--- src/pce_cfg.svh ---
`ifndef PCE_CFG_SVH
`define PCE_CFG_SVH

// Pad ports and multitap
`define PCE_PLAYERS      4
`define PCE_TAP_PORTS    5

// Cartridge download
`define PCE_ROM_ADDR_W   24
`define PCE_ROM_STEP     24'd2
`define PCE_HDR_BIT      9

// Populous bank patterns, address bits above the low four
`define PCE_POP_BANK_A   20'h212
`define PCE_POP_BANK_B   20'h1F2
`define PCE_POP_SIG_0    16'h4F50
`define PCE_POP_SIG_1    16'h5550
`define PCE_POP_SIG_2    16'h4F4C
`define PCE_POP_SIG_3    16'h5355

// Host packet kinds
`define PCE_CD_KIND_DOUT   16'h0001
`define PCE_CD_KIND_DATREQ 16'h0002
`define PCE_CD_KIND_RESET  16'h00FF

`endif

--- src/pce_pkg.sv ---
`include "pce_cfg.svh"

package pce_pkg;

  // Buttons of one pad, 1 means pressed
  typedef struct packed {
    logic b6;
    logic b5;
    logic b4;
    logic b3;
    logic start;
    logic select;
    logic b2;
    logic b1;
    logic up;
    logic down;
    logic left;
    logic right;
  } pad_buttons_t;

  typedef logic [15:0] pad_word_t;
  typedef logic [3:0]  pad_nibble_t;
  typedef logic [2:0]  tap_port_t;
  typedef logic [1:0]  turbo_speed_t;

  typedef logic [`PCE_ROM_ADDR_W-1:0] rom_addr_t;
  typedef logic [15:0] rom_word_t;

  typedef logic [95:0] cd_comm_t;
  typedef logic [79:0] cd_dout_t;
  // Message in the high byte, status in the low byte
  typedef logic [15:0] cd_stat_t;
  typedef logic [14:0] cd_len_t;

  // Console to host
  typedef struct packed {
    logic        toggle;
    logic [15:0] kind;
    cd_comm_t    payload;
  } cd_host_packet_t;

  // Host to console
  typedef struct packed {
    logic        toggle;
    logic [93:0] spare;
    logic        region;
    logic        dout_flag;
    cd_stat_t    stat;
  } cd_host_reply_t;

  typedef enum logic {FEED_HEADER, FEED_DATA} feed_state_t;
  typedef enum logic [1:0] {EMIT_IDLE, EMIT_LOW, EMIT_HIGH} emit_state_t;

endpackage

--- src/cd_link.sv ---
`timescale 1ns/1ns
`include "pce_cfg.svh"

module cd_link (
  input  logic                     clk_sys_42_95,
  input  logic                     reset,
  input  logic                     cd_en,
  input  pce_pkg::cd_comm_t        cd_comm,
  input  logic                     cd_comm_send,
  input  pce_pkg::cd_dout_t        cd_dout,
  input  logic                     cd_dout_send,
  input  logic                     cd_dat_req,
  input  logic                     cd_reset_req,
  input  pce_pkg::cd_host_reply_t  host_reply,
  output pce_pkg::cd_host_packet_t host_packet,
  output pce_pkg::cd_stat_t        cd_stat,
  output logic                     cd_stat_get,
  output logic                     cd_dout_req,
  output logic                     cd_region
);
  import pce_pkg::*;

  logic        comm_q;
  logic        dout_q;
  logic        datreq_q;
  logic        rst_req_q;
  logic        reply_tog_q;
  logic        pkt_toggle;
  logic [15:0] pkt_kind;
  cd_comm_t    pkt_payload;
  logic        comm_rise;
  logic        dout_rise;
  logic        datreq_rise;
  logic        rst_rise;
  logic        reply_new;

  assign comm_rise   = cd_comm_send & ~comm_q;
  assign dout_rise   = cd_dout_send & ~dout_q;
  assign datreq_rise = cd_dat_req & ~datreq_q;
  assign rst_rise    = cd_reset_req & ~rst_req_q;
  assign reply_new   = host_reply.toggle != reply_tog_q;

  assign host_packet = '{toggle: pkt_toggle, kind: pkt_kind, payload: pkt_payload};

  // Edge history, toggles and strobes
  always_ff @(posedge clk_sys_42_95) begin
    if (reset) begin
      comm_q      <= 1'b0;
      dout_q      <= 1'b0;
      datreq_q    <= 1'b0;
      rst_req_q   <= 1'b0;
      reply_tog_q <= 1'b0;
      pkt_toggle  <= 1'b0;
      cd_stat_get <= 1'b0;
      cd_dout_req <= 1'b0;
      cd_region   <= 1'b0;
    end else begin
      comm_q      <= cd_comm_send;
      dout_q      <= cd_dout_send;
      datreq_q    <= cd_dat_req;
      rst_req_q   <= cd_reset_req;
      cd_stat_get <= 1'b0;
      cd_dout_req <= 1'b0;
      if (comm_rise || dout_rise || datreq_rise || rst_rise) begin
        pkt_toggle <= ~pkt_toggle;
      end
      if (reply_new) begin
        reply_tog_q <= host_reply.toggle;
        cd_stat_get <= ~host_reply.dout_flag;
        cd_dout_req <= host_reply.dout_flag;
        cd_region   <= host_reply.region;
      end
    end
  end

  // Packet body by request priority
  always_ff @(posedge clk_sys_42_95) begin
    if (comm_rise) begin
      pkt_payload <= cd_comm;
      pkt_kind    <= {cd_en, 15'd0};
    end else if (dout_rise) begin
      pkt_payload[79:0] <= cd_dout;
      pkt_kind          <= `PCE_CD_KIND_DOUT;
    end else if (datreq_rise) begin
      pkt_kind <= `PCE_CD_KIND_DATREQ;
    end else if (rst_rise) begin
      pkt_kind <= `PCE_CD_KIND_RESET;
    end
    if (reply_new) begin
      cd_stat <= host_reply.stat;
    end
  end

endmodule

--- src/cd_sector_feed.sv ---
`timescale 1ns/1ns

module cd_sector_feed (
  input  logic               clk_sys_42_95,
  input  logic               reset,
  input  logic               cd_dat_download,
  input  logic               cdctl_wr,
  input  pce_pkg::rom_word_t cd_dat_word,
  output logic [7:0]         cd_byte,
  output logic               cd_byte_wr,
  output logic               cd_dm
);
  import pce_pkg::*;

  feed_state_t feed;
  emit_state_t emit;
  cd_len_t     len;
  cd_len_t     cnt;
  cd_len_t     cnt_next;
  rom_word_t   data_q;
  logic        download_q;
  logic        strobe;
  logic        accept;

  assign strobe   = cdctl_wr & cd_dat_download;
  assign accept   = strobe && feed == FEED_DATA && cnt < len;
  assign cnt_next = cnt + 15'd1;
  assign cd_byte  = (emit == EMIT_HIGH) ? data_q[15:8] : data_q[7:0];

  always_ff @(posedge clk_sys_42_95) begin
    download_q <= cd_dat_download;
    if (reset || (cd_dat_download && !download_q)) begin
      feed       <= FEED_HEADER;
      emit       <= EMIT_IDLE;
      len        <= '0;
      cnt        <= '0;
      cd_byte_wr <= 1'b0;
      cd_dm      <= 1'b0;
    end else if (strobe && feed == FEED_HEADER) begin
      // Header word, mode flag over byte length
      {cd_dm, len} <= cd_dat_word;
      cnt          <= '0;
      feed         <= FEED_DATA;
    end else if (accept) begin
      emit <= EMIT_LOW;
    end else begin
      case (emit)
        EMIT_LOW, EMIT_HIGH: begin
          if (!cd_byte_wr) begin
            cd_byte_wr <= 1'b1;
          end else begin
            cd_byte_wr <= 1'b0;
            cnt        <= cnt_next;
            // Odd length ends on a low byte
            if (emit == EMIT_LOW && cnt_next < len) begin
              emit <= EMIT_HIGH;
            end else begin
              emit <= EMIT_IDLE;
            end
          end
        end
        default: emit <= EMIT_IDLE;
      endcase
    end
  end

  always_ff @(posedge clk_sys_42_95) begin
    if (accept) begin
      data_q <= cd_dat_word;
    end
  end

endmodule

--- src/pad_scanner.sv ---
`timescale 1ns/1ns
`include "pce_cfg.svh"

module pad_scanner (
  input  logic                                      clk_sys_42_95,
  input  logic                                      reset,
  input  pce_pkg::pad_buttons_t [`PCE_PLAYERS-1:0]  pads,
  input  logic                                      six_button,
  input  logic                                      tap_enable,
  input  pce_pkg::turbo_speed_t                     turbo1_speed,
  input  pce_pkg::turbo_speed_t                     turbo2_speed,
  input  logic                                      joy_sel,
  input  logic                                      joy_clr,
  output pce_pkg::pad_nibble_t                      joy_in
);
  import pce_pkg::*;

  logic [3:0]   turbo_cnt;
  logic         bank;
  tap_port_t    port;
  logic         sel_q;
  logic         clr_q;
  logic         gate1;
  logic         gate2;
  pad_buttons_t [`PCE_PLAYERS-1:0] merged;
  pad_word_t    port_word;

  // Slow speed on bit 2, fast on bit 1, else held solid
  function automatic logic turbo_gate(input turbo_speed_t speed, input logic [3:0] cnt);
    case (speed)
      2'd1:    turbo_gate = cnt[2];
      2'd2:    turbo_gate = cnt[1];
      default: turbo_gate = 1'b1;
    endcase
  endfunction

  // Active-low reply, d-pad reordered to left, down, right, up
  function automatic pad_word_t reply_word(input pad_buttons_t b);
    reply_word = {4'h0, ~{b.b6, b.b5, b.b4, b.b3}, ~{b.left, b.down, b.right, b.up},
                  ~{b.start, b.select, b.b2, b.b1}};
  endfunction

  assign gate1 = turbo_gate(turbo1_speed, turbo_cnt);
  assign gate2 = turbo_gate(turbo2_speed, turbo_cnt);

  // Turbo borrows b3 and b4 on three-button pads
  always_comb begin
    for (int i = 0; i < `PCE_PLAYERS; i++) begin
      merged[i] = pads[i];
      if (!six_button) begin
        merged[i].b1 = pads[i].b1 | (pads[i].b3 & gate1);
        merged[i].b2 = pads[i].b2 | (pads[i].b4 & gate2);
      end
    end
  end

  always_comb begin
    if (port < 3'(`PCE_PLAYERS)) begin
      port_word = reply_word(merged[port[1:0]]);
    end else begin
      // Empty tap socket and ports past it read as nothing pressed
      port_word = 16'h0FFF;
    end
  end

  always_ff @(posedge clk_sys_42_95) begin
    if (reset) begin
      turbo_cnt <= '0;
      bank      <= 1'b0;
      port      <= '0;
      sel_q     <= 1'b0;
      clr_q     <= 1'b0;
      joy_in    <= '0;
    end else begin
      sel_q  <= joy_sel;
      clr_q  <= joy_clr;
      joy_in <= port_word[{bank, joy_sel, 2'b00} +: 4];
      if (joy_clr) begin
        port   <= '0;
        joy_in <= '0;
        if (!clr_q) begin
          turbo_cnt <= turbo_cnt + 4'd1;
          bank      <= ~bank & six_button;
        end
      end else if (joy_sel && !sel_q && tap_enable) begin
        port <= port + 3'd1;
      end
    end
  end

endmodule

--- src/pce_io_top.sv ---
`timescale 1ns/1ns
`include "pce_cfg.svh"

module pce_io_top (
  input  logic                                      clk_sys_42_95,
  input  logic                                      reset,
  // Pads and multitap
  input  pce_pkg::pad_buttons_t [`PCE_PLAYERS-1:0]  pads,
  input  logic                                      six_button,
  input  logic                                      tap_enable,
  input  pce_pkg::turbo_speed_t                     turbo1_speed,
  input  pce_pkg::turbo_speed_t                     turbo2_speed,
  input  logic                                      joy_sel,
  input  logic                                      joy_clr,
  output pce_pkg::pad_nibble_t                      joy_in,
  // Cartridge download
  input  logic                                      cart_download,
  input  logic                                      ioctl_wr,
  input  pce_pkg::rom_word_t                        ioctl_dout,
  output pce_pkg::rom_addr_t                        rom_wr_addr,
  output pce_pkg::rom_word_t                        rom_wr_data,
  output logic                                      rom_wr_toggle,
  output logic                                      rom_populous,
  // CD host link
  input  logic                                      cd_en,
  input  pce_pkg::cd_comm_t                         cd_comm,
  input  logic                                      cd_comm_send,
  input  pce_pkg::cd_dout_t                         cd_dout,
  input  logic                                      cd_dout_send,
  input  logic                                      cd_dat_req,
  input  logic                                      cd_reset_req,
  input  pce_pkg::cd_host_reply_t                   host_reply,
  output pce_pkg::cd_host_packet_t                  host_packet,
  output pce_pkg::cd_stat_t                         cd_stat,
  output logic                                      cd_stat_get,
  output logic                                      cd_dout_req,
  output logic                                      cd_region,
  // Sector data
  input  logic                                      cd_dat_download,
  input  logic                                      cdctl_wr,
  input  pce_pkg::rom_word_t                        cd_dat_word,
  output logic [7:0]                                cd_byte,
  output logic                                      cd_byte_wr,
  output logic                                      cd_dm
);

  // Port names match the block ports one to one
  pad_scanner u_pad_scanner (.*);

  rom_loader u_rom_loader (.*);

  cd_link u_cd_link (.*);

  cd_sector_feed u_cd_sector_feed (.*);

endmodule

--- src/rom_loader.sv ---
`timescale 1ns/1ns
`include "pce_cfg.svh"

module rom_loader (
  input  logic                clk_sys_42_95,
  input  logic                reset,
  input  logic                cart_download,
  input  logic                ioctl_wr,
  input  pce_pkg::rom_word_t  ioctl_dout,
  output pce_pkg::rom_addr_t  rom_wr_addr,
  output pce_pkg::rom_word_t  rom_wr_data,
  output logic                rom_wr_toggle,
  output logic                rom_populous
);
  import pce_pkg::*;

  logic       download_q;
  logic       wr_q;
  logic [1:0] populous;
  logic       bank_hit;
  logic       sig_slot;
  rom_word_t  sig_expect;

  assign rom_wr_data = ioctl_dout;
  assign bank_hit = (rom_wr_addr[23:4] == `PCE_POP_BANK_A) ||
                    (rom_wr_addr[23:4] == `PCE_POP_BANK_B);

  // Signature word expected at each checked offset
  always_comb begin
    sig_slot   = 1'b1;
    sig_expect = `PCE_POP_SIG_0;
    case (rom_wr_addr[3:0])
      4'd6:    sig_expect = `PCE_POP_SIG_0;
      4'd8:    sig_expect = `PCE_POP_SIG_1;
      4'd10:   sig_expect = `PCE_POP_SIG_2;
      4'd12:   sig_expect = `PCE_POP_SIG_3;
      default: sig_slot = 1'b0;
    endcase
  end

  always_ff @(posedge clk_sys_42_95) begin
    if (reset) begin
      download_q    <= 1'b0;
      wr_q          <= 1'b0;
      rom_wr_addr   <= '0;
      rom_wr_toggle <= 1'b0;
      populous      <= 2'b11;
    end else begin
      download_q <= cart_download;
      wr_q       <= ioctl_wr;
      if (cart_download && !download_q) begin
        rom_wr_addr <= '0;
        populous    <= 2'b11;
      end else if (ioctl_wr && !wr_q) begin
        rom_wr_toggle <= ~rom_wr_toggle;
        if (bank_hit && sig_slot && ioctl_dout != sig_expect) begin
          populous[rom_wr_addr[13]] <= 1'b0;
        end
      end else if (!ioctl_wr && wr_q) begin
        rom_wr_addr <= rom_wr_addr + `PCE_ROM_STEP;
      end
    end
  end

  // Flag for the bank the copier header would select
  assign rom_populous = populous[rom_wr_addr[`PCE_HDR_BIT]];

endmodule
--- config.mk ---
export PLATFORM = sky130hd
export DESIGN_NAME = pce_io_top
export DESIGN_NICKNAME = d
export VERILOG_FILES = /design/src/pce_pkg.sv /design/src/cd_link.sv /design/src/cd_sector_feed.sv /design/src/pad_scanner.sv /design/src/pce_io_top.sv /design/src/rom_loader.sv
export VERILOG_INCLUDE_DIRS = /design/src /design/src/src
export SDC_FILE = /design/constraint.sdc
export NUM_CORES = 1
export LEC_CHECK = 0
export BUFFER_PORTS_ARGS = -buffer_cell sky130_fd_sc_hd__clkbuf_2
export CAP_MARGIN = 20
export CORE_AREA = 2 2 227 229
export CTS_BUF_LIST = sky130_fd_sc_hd__clkbuf_4
export DETAILED_ROUTE_END_ITERATION = 10
export DIE_AREA = 0 0 229 231
export PLACE_DENSITY_LB_ADDON = 0.05
export SYNTH_ARGS = -nofsm -noshare
export SYNTH_HDL_FRONTEND = slang
export SYNTH_HIERARCHICAL = 1
export SYNTH_SLANG_ARGS = --single-unit
--- constraint.sdc ---
create_clock -name clk_sys_42_95 -period 9.3 [get_ports clk_sys_42_95]
set_clock_uncertainty 0.15 [all_clocks]
set_input_delay 1.395 -clock clk_sys_42_95 [delete_from_list [all_inputs] [get_ports clk_sys_42_95]]
set_output_delay 1.395 -clock clk_sys_42_95 [all_outputs]
set_load 0.03 [all_outputs]
Word level (Yosys, flattened, before mapping)
Index checks and enable logic that the tools add are counted.
{ "totals": {"out_inout_bits": 188, "ff_bits": 220} }
{ "classes": {"bitwise": 42, "n_lt_le_gt_ge": 7, "n_eq_ne": 15, "add_sub_neg": 4, "shift": 1, "reduce_logical": 42, "muxes": 27} }
{ "op_table": {"columns": ["op", "n"], "rows": [
  ["$mux 80", 2],
  ["$mux 16", 4],
  ["$pmux 13 s3", 1],
  ["$lt 15x15->1", 2],
  ["$add 24x2->24 const B", 1],
  ["$bmux 12 s2", 1],
  ["$mux 12", 2],
  ["$eq 20x10->1 const B", 1],
  ["$eq 20x9->1 const B", 1],
  ["$mux 2", 8],
  ["$ne 16x15->1", 1],
  ["$shiftx 16x5->4", 1],
  ["$add 15x1->15 const B", 1],
  ["$not 1->1", 15],
  ["$and 1x1->1", 14],
  ["$logic_and 1x1->1", 13],
  ["$eq 4x4->1 const B", 3],
  ["$not 4->4", 3],
  ["$reduce_or 2->1", 6],
  ["$reduce_and 2->1", 5],
  ["$mux 8", 1],
  ["$or 1x1->1", 8],
  ["$eq 2x1->1 const B", 3],
  ["$eq 2x2->1 const B", 3],
  ["other kinds (22)", 38]
]} }

Longest topological paths before layout
Gate-level depths: netlist (run 1).
{ "logic_depth": {"ltp_word": 10, "depth_mapped": 12, "ltp_nobuf": 12} }

Hierarchy
The synthesis (run 1) kept the hierarchy.
{ "modules_own_cells": {"columns": ["mod", "cells_each", "instances", "seq_area_each_um2", "area_per_inst_um2"], "rows": [
  ["cd_link", 259, 1, 3633.5, 5208.7],
  ["cd_sector_feed", 311, 1, 1201.2, 2882.8],
  ["rom_loader", 204, 1, 560.5, 1671.6],
  ["pad_scanner", 120, 1, 260.2, 1111.1]
]} }

Least setup slack after synthesis (run 1)
No wires, ideal clock.
{ "synth_timing": {"kind": "input-to-reg", "start": "in cd_comm_send", "end": "reg u_cd_link.pkt_payload[0] (enable)", "t_required_ps": 8696, "setup_ps": 454, "slack_ps": 4905, "path_stages": 3, "path_buffers": 1, "arrival_time_ps": 3792, "path_cell_list": "nor2b_4 -> buf_12 -> nand2b_1"} }
{ "synth_between": {"elab_chain_len": 2} }
{ "synth_rtl": {"columns": ["element", "line_no", "rtl"], "rows": [
  ["start: declaration", "pce_io_top.sv:27", "input logic cd_comm_send,"],
  ["$and 1x1->1", "cd_link.sv:37", "assign comm_rise = cd_comm_send & ~comm_q;"],
  ["$reduce_bool 2->1 (no source line)", null, null],
  ["end signal: assignment", "cd_link.sv:79", "pkt_payload <= cd_comm;"],
  ["end signal: assignment", "cd_link.sv:82", "pkt_payload[79:0] <= cd_dout;"],
  ["end: declaration", "cd_link.sv:30", "cd_comm_t pkt_payload;"]
]} }
No other way between the ends.
A chain may end at the register's enable or synchronous reset.

Worst setup path in the final report (run 1)
{ "layout_timing": {"start": "reg u_cd_sector_feed.emit[0]", "end": "out cd_byte[1]"} }
{ "layout_between": {"elab_chain_len": 2} }
{ "layout_rtl": {"columns": ["element", "line_no", "rtl"], "rows": [
  ["start: declaration", "cd_sector_feed.sv:16", "emit_state_t emit;"],
  ["start signal: assignment", "cd_sector_feed.sv:34", "emit <= EMIT_IDLE;"],
  ["start signal: assignment", "cd_sector_feed.sv:45", "emit <= EMIT_LOW;"],
  ["start signal: assignment", "cd_sector_feed.sv:56", "emit <= EMIT_HIGH;"],
  ["$eq 2x2->1", "cd_sector_feed.sv:28", "assign cd_byte = (emit == EMIT_HIGH) ? data_q[15:8] : data_q[7:0];"],
  ["$mux 8", "cd_sector_feed.sv:28", null],
  ["end: declaration", "pce_io_top.sv:42", "output logic [7:0] cd_byte,"]
]} }
No other way between the ends.

==> run_results.csv, run 1 <==
group,metric,value,unit
status,outcome,"completed",
timing,rsz0062_at_grt,"no",
routing,drcViolationCount,0,
synthesis,synth.avg_cell_area,12.2,sq um
setup_path,critPathSlowestCell,"ha_1",
power,power_switching,0.716,mW
setup_path,crit_family,"adder cells",
clock_network,clkTransAtPathRegs,0.06,ns
setup_path,required,7.76,ns
timing,period_share,39.8,%
timing,finalHoldViolations,0,
synthesis,async_flop_share,0,%
setup_path,startpoint_type,"register",
final_layout,num-fill-cells,5493,
run,drv_cap,0,
setup_path,crit_fanout,8,
clock_network,htreeDepth,3,
clock_network,clock_latency,0.75,ns
synthesis,ys_types,78,
setup_path,cpPeakStageDelay,0.43,ns
power,netSwitchingFraction,27.9,%
routing,dr_wl_met2,18.3,mm
clock_network,cts.sinks,218,
clock_network,clockRootBuffer,"clkbuf_4",
routing,ant_nets,0,
clock_network,cts_buffers,71,
timing,setup_viol,0,
routing,wl_per_cell,17.6,microns
routing,firstDrtPassIters,5,
routing,vias,8645,
synthesis,ys_warn_count,6,
synthesis,syn_area,10900,sq um
floorplanning,fp.dieW,229,microns
synthesis,synth_edf_count,129,
place,routabilityCongestion,0.773,
setup_path,reg2reg_slack,6.26,ns
final_layout,fin_cells,2121,
min_path,min_from,"u_cd_sector_feed/len[7]",
global_route,grt_use_total,13.7,%
setup_path,path_class,"reg2out",
min_path,hold_path_depth,2,
place,dp.cells,1994,
setup_path,crit_arrival,2.15,ns
power,cellPowerDensity,175,nW/um^2
floorplanning,io_pins,576,
final_layout,drive_gt1_share,49.7,%
power,leakage,6.36,nW
clock_network,cts_setup_buffers,0,
power,ir_drop,0.0000704,V
floorplanning,num_rows,83,
setup_path,r2r_cells,12,
setup_path,worstPathBufferInverterCount,2,
setup_path,end_kind,"primary output",
routing,drtIter0Drc,269,
final_layout,final_cell_mix,"clkbuf_2 (473), edfxtp_1 (129), clkbuf_4 (110)",
power,p_total,2.56,mW
global_route,grt_max_degree,62,
synthesis,ys_seq_area_share,52.0,%
power,seqPwrFrac,43.2,%
place,io_buffers,473,
final_layout,fin_nets,1816,
floorplanning,dieHeight,231,microns
timing,tns,0,ns
place,dp_hpwl,28.5,mm
timing,fin_crit,3.70,ns
timing,fmax,0.270,GHz
power,cell_internal_pwr,1.85,mW
global_route,grt_pass1_wl,54.1,mm
final_layout,final_common_cell,"clkbuf_2",
clock_network,cts_hold_buf,0,
power,clockPowerShare,41.8,%
timing,tightest_slew,1.03,ns
floorplanning,fp.dieArea,52900,sq um
setup_path,r2r-start,"u_cd_sector_feed/cnt[0]",
routing,routed_wl,37.2,mm
clock_network,cts_resized,0,
routing,wl_met1,14.6,mm
routing,highest_layer,"met4",
global_route,grt_pass1_vias,8501,
global_route,antenna_found_initial,5,
clock_network,tritoncts,"yes",
clock_network,clockBufferDepth,3,
power,p_comb_share,15.0,%
min_path,hold_class,"reg2reg",
timing,maxSlewViolCount,0,
routing,via_per_inst,4.08,
synthesis,synth_seq_cells,218,
timing,slew_headroom,31.4,%
min_path,holdPathEnd,"u_cd_sector_feed/len[7]",
floorplanning,initial_core_util,21.5,%
final_layout,syn_to_final_growth,34.4,%
global_route,grt_overflow,0,
setup_path,rr_endpoint,"u_cd_sector_feed/emit[1]",
synthesis,synth_cells,894,
floorplanning,core,50700,sq um
setup_path,crit_path_cell_trace,"inv_1 -> ha_1 -> mux2_2 -> clkbuf_2",
routing,wl_met3,3.33,mm
synthesis,synth-main-ff-cell,"edfxtp_1",
==> cell usage after synthesis (all sizes together), types with 7 or more instances <==
| master | number | area, sq um |
|---|---|---|
| a211oi | 15 | 113 |
| a21o | 7 | 52.6 |
| a21oi | 56 | 280 |
| buf | 52 | 458 |
| clkbuf | 12 | 46.3 |
| dfxtp | 89 | 1780 |
| edfxtp | 129 | 3870 |
| ha | 41 | 513 |
| inv | 37 | 139 |
| mux2 | 92 | 1250 |
| mux2i | 16 | 160 |
| nand2 | 65 | 244 |
| nand2b | 7 | 43.8 |
| nand3 | 14 | 92.6 |
| nand4 | 12 | 90.1 |
| nor2 | 49 | 191 |
| nor2b | 20 | 133 |
| nor3 | 20 | 116 |
| nor4 | 9 | 56.3 |
| o21ai | 27 | 135 |
| or3 | 18 | 115 |
| xnor2 | 28 | 245 |
| xor2 | 13 | 114 |
==> metal layers <==
metal | global-route usage (%) | vias up
li1 | - | 4262
met1 | 15.1 | 3992
met2 | 23.1 | 328
met3 | 5.36 | 63
met4 | 6.45 | 0
met5 | 0 | -
==> area by class of cell <==
cell class                      instances  area [sq um]  area share (%)
Tap cell                              680           851            5.82
Antenna cell                            6          15.0           0.103
Clock buffer                          110           826            5.65
Timing Repair Buffer                  479          2410            16.5
Clock inverter                         11           125           0.856
Inverter                               38           143           0.976
Sequential cell                       218          5660            38.7
Multi-Input combinational cell        579          4590            31.4
==> power by group through the flow <==
stage	Clock, mW	Sequential (mW)	Combinational, mW
2_1_floorplan	0	1.22	0.156
3_3_place_gp	0	1.13	0.394
3_5_place_dp	0	1.13	0.392
4_1_cts	1.14	1.11	0.394
5_1_grt	1.18	1.11	0.415
6_report	1.07	1.11	0.386
==> sequential cells by signal, summed over array words and instances, names as in the netlist, 2 cells and up <==
| register | count |
|---|---|
| u_cd_link/cd_stat | 16 |
| u_cd_link/pkt_kind | 4 |
| u_cd_link/pkt_payload | 96 |
| u_cd_sector_feed/cnt | 15 |
| u_cd_sector_feed/data_q | 16 |
| u_cd_sector_feed/emit | 2 |
| u_cd_sector_feed/len | 15 |
| u_pad_scanner/joy_in | 4 |
| u_pad_scanner/port | 3 |
| u_pad_scanner/turbo_cnt | 3 |
| u_rom_loader/populous | 2 |
| u_rom_loader/rom_wr_addr | 23 |
==> cells by family after synthesis <==
logic type               after synthesis  share of synthesized area, %
XOR/XNOR                              41                          3.30
multiplexers                         112                          13.9
other                                  2                        0.0691
adder cells (fa/ha/maj)               41                          4.72
flip-flops                           218                          52.0
buffers and inverters                103                          6.03
AND/OR/NAND/NOR                      247                          12.4
AO/OA/AOI/OAI                        130                          7.62
==> metrics by stage <==
| step | setup WS (ns) | area, sq um | hold slack, ns | util (%) |
|---|---|---|---|---|
| 3_5_place_dp | 5.29 | 13700 | 0.301 | 26.9 |
| 2_1_floorplan | 4.90 | 10900 | 0.286 | - |
| 4_1_cts | 5.41 | 14600 | 0.310 | 28.8 |
| 6_report | 5.60 | 14600 | 0.306 | 28.8 |
| 5_1_grt | 5.42 | 14600 | 0.323 | 28.8 |
| 3_3_place_gp | 5.30 | 13700 | 0.296 | 26.9 |
==> worst min-delay path: stages, from the launching register on <==
cell and delay [ns]:
dfxtp_1 0.31, nand2_1 0.05, a21oi_1 0.05
==> worst max-delay path by stage <==
| stage | startpoint | end | slack [ns] | depth (start not counted) |
|---|---|---|---|---|
| after floorplan | cd_comm_send | u_cd_link/pkt_payload[0] | 4.90 | 3 |
| after global placement | cd_comm_send | u_cd_link/pkt_payload[68] | 5.30 | 5 |
| after detailed placement | cd_comm_send | u_cd_link/pkt_payload[68] | 5.29 | 5 |
| after CTS | u_cd_sector_feed/emit[0] | cd_byte[1] | 5.41 | 4 |
| after global routing | u_cd_sector_feed/emit[0] | cd_byte[1] | 5.42 | 4 |
| final | u_cd_sector_feed/emit[0] | cd_byte[1] | 5.60 | 4 |
Power figures use the tool's default switching activity.
==> run 2, diff against run 1 <==
Clock period 9.3 ns to 3.65 ns, I/O delays scaled along.
==> run 2 against run 1 <==
Against the previous run: final cell count increased by 11%; design area increased by 16%; clock power increased by 150%.
==> run_results.csv, run 2 (synthesized netlist as in run 1, its figures left out) <==
group,metric,value,unit
routing,via_per_inst,4.07,
place,routabilityCongestion,0.769,
setup_path,end_kind,"register",
power,leakage,7.38,nW
routing,ant_nets,0,
floorplanning,io_pins,576,
floorplanning,dieHeight,231,microns
final_layout,drive_gt1_share,42.5,%
place,io_buffers,473,
routing,vias,9611,
setup_path,crit_arrival,3.97,ns
routing,wl_per_cell,16.4,microns
timing,slew_headroom,29.5,%
timing,finalHoldViolations,0,
final_layout,largest-register,"u_cd_link/pkt_payload",
final_layout,largest_reg_flops,96,
clock_network,cts_buffers,72,
clock_network,clockBufferDepth,3,
final_layout,final_cell_mix,"clkbuf_2 (473), dlygate4sd3_1 (240), edfxtp_1 (129)",
setup_path,crit_fanout,24,
floorplanning,fp.dieArea,52900,sq um
clock_network,clkTransAtPathRegs,0.06,ns
timing,setup_viol,0,
floorplanning,initial_core_util,21.5,%
timing,maxSlewViolCount,0,
power,p_total,6.71,mW
setup_path,path_class,"reg2reg",
timing,fmax,0.292,GHz
routing,drtIter0Drc,344,
timing,fin_crit,3.43,ns
power,ir_drop,0.000182,V
global_route,grt_overflow,0,
setup_path,required,4.19,ns
floorplanning,core,50700,sq um
clock_network,cts_setup_buffers,0,
timing,period_share,94.0,%
routing,firstDrtPassIters,4,
timing,tns,0,ns
global_route,grt_pass1_vias,9470,
routing,routed_wl,38.7,mm
clock_network,tritoncts,"yes",
clock_network,htreeDepth,3,
run,drv_cap,0,
floorplanning,num_rows,83,
global_route,antenna_found_initial,6,
final_layout,reg.largest.list,"u_cd_link/pkt_payload: 96 flops, u_rom_loader/rom_wr_addr: 23 flops",
final_layout,fin_cells,2362,
clock_network,cts.sinks,218,
place,dp_hpwl,28.5,mm
global_route,grt_max_degree,90,
status,outcome,"completed",
min_path,hold_class,"in2reg",
global_route,grt_pass1_wl,57.3,mm
routing,drcViolationCount,0,
power,cellPowerDensity,394,nW/um^2
final_layout,syn_to_final_growth,56.6,%
floorplanning,fp.dieW,229,microns
clock_network,clockRootBuffer,"clkbuf_4",
clock_network,clock_latency,0.75,ns
place,dp.cells,1995,
final_layout,final_common_cell,"clkbuf_2",
timing,tightest_slew,1.06,ns
timing,rsz0062_at_grt,"no",
final_layout,fin_nets,2058,
global_route,grt_use_total,14.2,%
setup_path,startpoint_type,"register",
timing,fin_hold_ws,0.124,ns
==> run 2: path summary, 6_finish.rpt <==
| check | from | endpoint | slack [ns] | cells after the start |
|---|---|---|---|---|
| worst max-delay path | u_pad_scanner/port[0] | u_pad_scanner/joy_in[0] | 0.22 | 6 |
| worst min-delay path | ioctl_dout[8] | u_rom_loader/populous[0] | 0.12 | 5 |
| worst max register to register | u_pad_scanner/port[0] | u_pad_scanner/joy_in[0] | 0.22 | 6 |
| worst min register to register | u_cd_sector_feed/len[5] | u_cd_sector_feed/len[5] | 0.30 | 2 |
==> run 2: repair_timing <==
| action | in CTS | in global routing |
|---|---|---|
| gates resized for setup | 0 | 0 |
| hold endpoints to repair | 173 | 0 |
| hold buffers | 240 | 0 |
==> run 2: per-layer routing <==
metal | vias to the layer above | routed length [microns] | GRT usage [%] | part of all wire, %
met4 | 2 | 959 | 6.09 | 2.5
met3 | 64 | 2940 | 4.76 | 7.6
li1 | 4742 | - | - | -
met5 | - | 13 | 0 | 0.034
met1 | 4455 | 15400 | 16.0 | 40
met2 | 348 | 19400 | 24.6 | 50
==> run 2: power breakdown <==
group          switching (mW)  total [mW]  internal, mW
Clock                    1.15        2.64          1.49
Sequential             0.0482        2.82          2.77
Combinational           0.668        1.25         0.578
==> run 2: area by class of cell <==
class | count | area, sq um
antenna | 5 | 12.5
clock buffer | 109 | 818
clock inverter | 13 | 106
fill | 5315 | 33700
inverter | 38 | 143
multi-input combinational | 579 | 4590
sequential | 218 | 5660
tap | 680 | 851
timing repair buffer | 720 | 4850
==> run 2: critical path, cell delays in order (launching register included) <==
cell and delay, ns:
dfxtp_1 1.01, mux2i_1 0.27, dlygate4sd3_1 0.57, nand2_1 0.05, dlygate4sd3_1 0.57, a221oi_2 0.22, dlygate4sd3_1 0.57
==> run 2: through the flow <==
| stage | setup WS (ns) | area, sq um | utilization [%] |
|---|---|---|---|
| after floorplan | 0.102 | 10900 | - |
| after global placement | 0.651 | 13700 | 27.0 |
| after detailed placement | 0.686 | 13700 | 27.0 |
| after CTS | 0.273 | 17000 | 33.6 |
| after global routing | 0.0000688 | 17000 | 33.6 |
| final | 0.220 | 17000 | 33.6 |
==> run 3, diff against run 2 <==
Settings changed: CORE_AREA 2 2 227 229 to 4 4 222 224, DIE_AREA 0 0 229 231 to 0 0 226 228.
==> run 3 against run 2 <==
Against the previous run: design area down 0.56%; critical path depth stayed put; global-route usage up 0.93 points; clock-buffer cell count is 6 higher; core utilization is 2.2 points higher; via count grew 0.59%; hold slack gained 0.020 ns; power grew 1.5%; clock power up 3%; sequential power hardly changed; first-iteration DRC count is 17% lower; largest power group unchanged.
==> run_results.csv, run 3 (synthesized netlist as in run 1, its figures left out) <==
group,metric,value,unit
status,outcome,"completed",
timing,tightest_slew,1.02,ns
clock_network,tritoncts,"yes",
final_layout,largest_reg_flops,96,
global_route,antenna_found_initial,5,
timing,setup_viol,0,
timing,tns,0,ns
setup_path,r2r-start,"u_pad_scanner/port[0]",
final_layout,final_common_cell,"clkbuf_2",
final_layout,fin_nets,2052,
routing,drtIter0Drc,284,
clock_network,cts_setup_buffers,0,
power,cellPowerDensity,402,nW/um^2
routing,firstDrtPassIters,4,
routing,via_per_inst,4.21,
global_route,grt_use_total,15.1,%
clock_network,cts.sinks,218,
timing,fin_hold_ws,0.144,ns
timing,postLayoutSetupSlackWorst,0.238,ns
clock_network,clockRootBuffer,"clkbuf_4",
min_path,hold_class,"in2reg",
routing,vias,9668,
setup_path,end_kind,"register",
floorplanning,num_rows,80,
timing,maxSlewViolCount,0,
floorplanning,initial_core_util,23.0,%
clock_network,cts_buffers,73,
routing,drcViolationCount,0,
power,clockPowerShare,40.1,%
final_layout,reg.largest.list,"u_cd_link/pkt_payload: 96 flops, u_rom_loader/rom_wr_addr: 23 flops",
place,place_ws,0.735,ns
timing,fmax,0.293,GHz
setup_path,crit_path_cell_trace,"mux2i_1 -> dlygate4sd3_1 -> nand2_1 -> dlygate4sd3_1 -> a221oi_2 -> dlygate4sd3_1",
setup_path,cpPeakStageDelay,0.99,ns
global_route,grt_pass1_wl,59.6,mm
power,p_comb_share,18.5,%
global_route,grt_max_degree,100,
min_path,min_from,"pads[47]",
power,seqPwrFrac,41.4,%
timing,period_share,93.5,%
floorplanning,fp.dieW,226,microns
floorplanning,io_pins,576,
setup_path,required,4.18,ns
global_route,grt_pass1_vias,10100,
place,dp_hpwl,30.3,mm
timing,fin_crit,3.41,ns
clock_network,htreeDepth,3,
setup_path,crit_arrival,3.94,ns
floorplanning,core,47300,sq um
routing,routed_wl,40.7,mm
setup_path,path_class,"reg2reg",
timing,slew_headroom,31.9,%
power,power_switching,1.90,mW
final_layout,syn_to_final_growth,55.7,%
floorplanning,fp.dieArea,51500,sq um
timing,rsz0062_at_grt,"no",
clock_network,clockBufferDepth,3,
power,leakage,7.38,nW
clock_network,clock_latency,0.74,ns
floorplanning,dieHeight,228,microns
final_layout,drive_gt1_share,42.8,%
setup_path,critPathSlowestCell,"dfxtp_1",
place,io_buffers,473,
setup_path,critPathLaunch,"u_pad_scanner/port[0]",
run,drv_cap,0,
setup_path,startpoint_type,"register",
place,routabilityCongestion,0.755,
routing,ant_nets,0,
power,netSwitchingFraction,27.9,%
clock_network,clkTransAtPathRegs,0.06,ns
power,cell_internal_pwr,4.91,mW
timing,finalHoldViolations,0,
routing,wl_per_cell,17.7,microns
power,ir_drop,0.000149,V
setup_path,critPathMostFrequentCell,"dlygate4sd3_1",
global_route,grt_overflow,0,
final_layout,largest-register,"u_cd_link/pkt_payload",
final_layout,final_cell_mix,"clkbuf_2 (473), dlygate4sd3_1 (236), edfxtp_1 (129)",
setup_path,crit_fanout,24,
-- run 3: cell count changes in the layout (fill, tap and decap cells not counted), sizes merged --
cell / previous run / this run
buf: 7 / 4
clkbuf: 582 / 588
dlygate4sd3: 240 / 236
inv: 39 / 42
diode: 5 / 4
-- run 3: critical path: cells and delay by family, from the launching register on --
| family | cells | cell delay (ns) |
|---|---|---|
| buffers and inverters | 3 | 1.72 |
| DFF | 1 | 0.99 |
| muxes | 1 | 0.27 |
| AOI/OAI and AO/OA | 1 | 0.20 |
| and+or+nand+nor | 1 | 0.05 |
-- run 3: path summary, 6_finish.rpt --
kind,slack [ns],endpoint,cells past startpoint
max,0.24,u_pad_scanner/joy_in[1],6
min,0.14,u_pad_scanner/joy_in[3],3
max reg2reg,0.24,u_pad_scanner/joy_in[1],6
min reg2reg,0.30,u_cd_sector_feed/len[7],2
-- run 3: area by class of cell --
class                           instances  area (sq um)
Antenna cell                            4          10.0
Multi-Input combinational cell        579          4590
Fill cell                            4875         30400
Sequential cell                       218          5660
Clock inverter                         16           113
Timing Repair Buffer                  713          4780
Clock buffer                          115           863
Tap cell                              615           769
Inverter                               38           143
-- run 3: stage by stage --
stage	instance area, sq um	power, mW	cells	util, %
floorplan	10900	3.52	900	-
global placement	13600	3.90	1927	28.7
detailed placement	13600	3.90	1927	28.7
CTS	16900	7.02	2294	35.7
global route	16900	7.23	2298	35.8
finish	16900	6.81	2298	35.8
-- run 3: power by group through the flow --
stage | Sequential, mW | Clock, mW | Combinational [mW]
detailed placement | 2.87 | 0 | 1.02
global placement | 2.87 | 0 | 1.02
global route | 2.84 | 3.04 | 1.35
CTS | 2.82 | 2.92 | 1.28
finish | 2.82 | 2.73 | 1.26
floorplan | 3.12 | 0 | 0.397
-- run 3: what timing repair did --
| item | 4_1_cts | 5_1_grt |
|---|---|---|
| hold buffers | 236 | 0 |
| hold endpoints to repair | 171 | 0 |
| resized for setup | 0 | 0 |
-- run 3: routing by layer --
| layer | wire length (microns) | vias up | track usage, % |
|---|---|---|---|
| met1 | 15200 | 4498 | 15.6 |
| met2 | 20500 | 357 | 27.1 |
| met3 | 3730 | 79 | 5.79 |
| met4 | 1290 | 2 | 6.81 |
| li1 | - | 4732 | - |
| met5 | 13 | - | 0 |
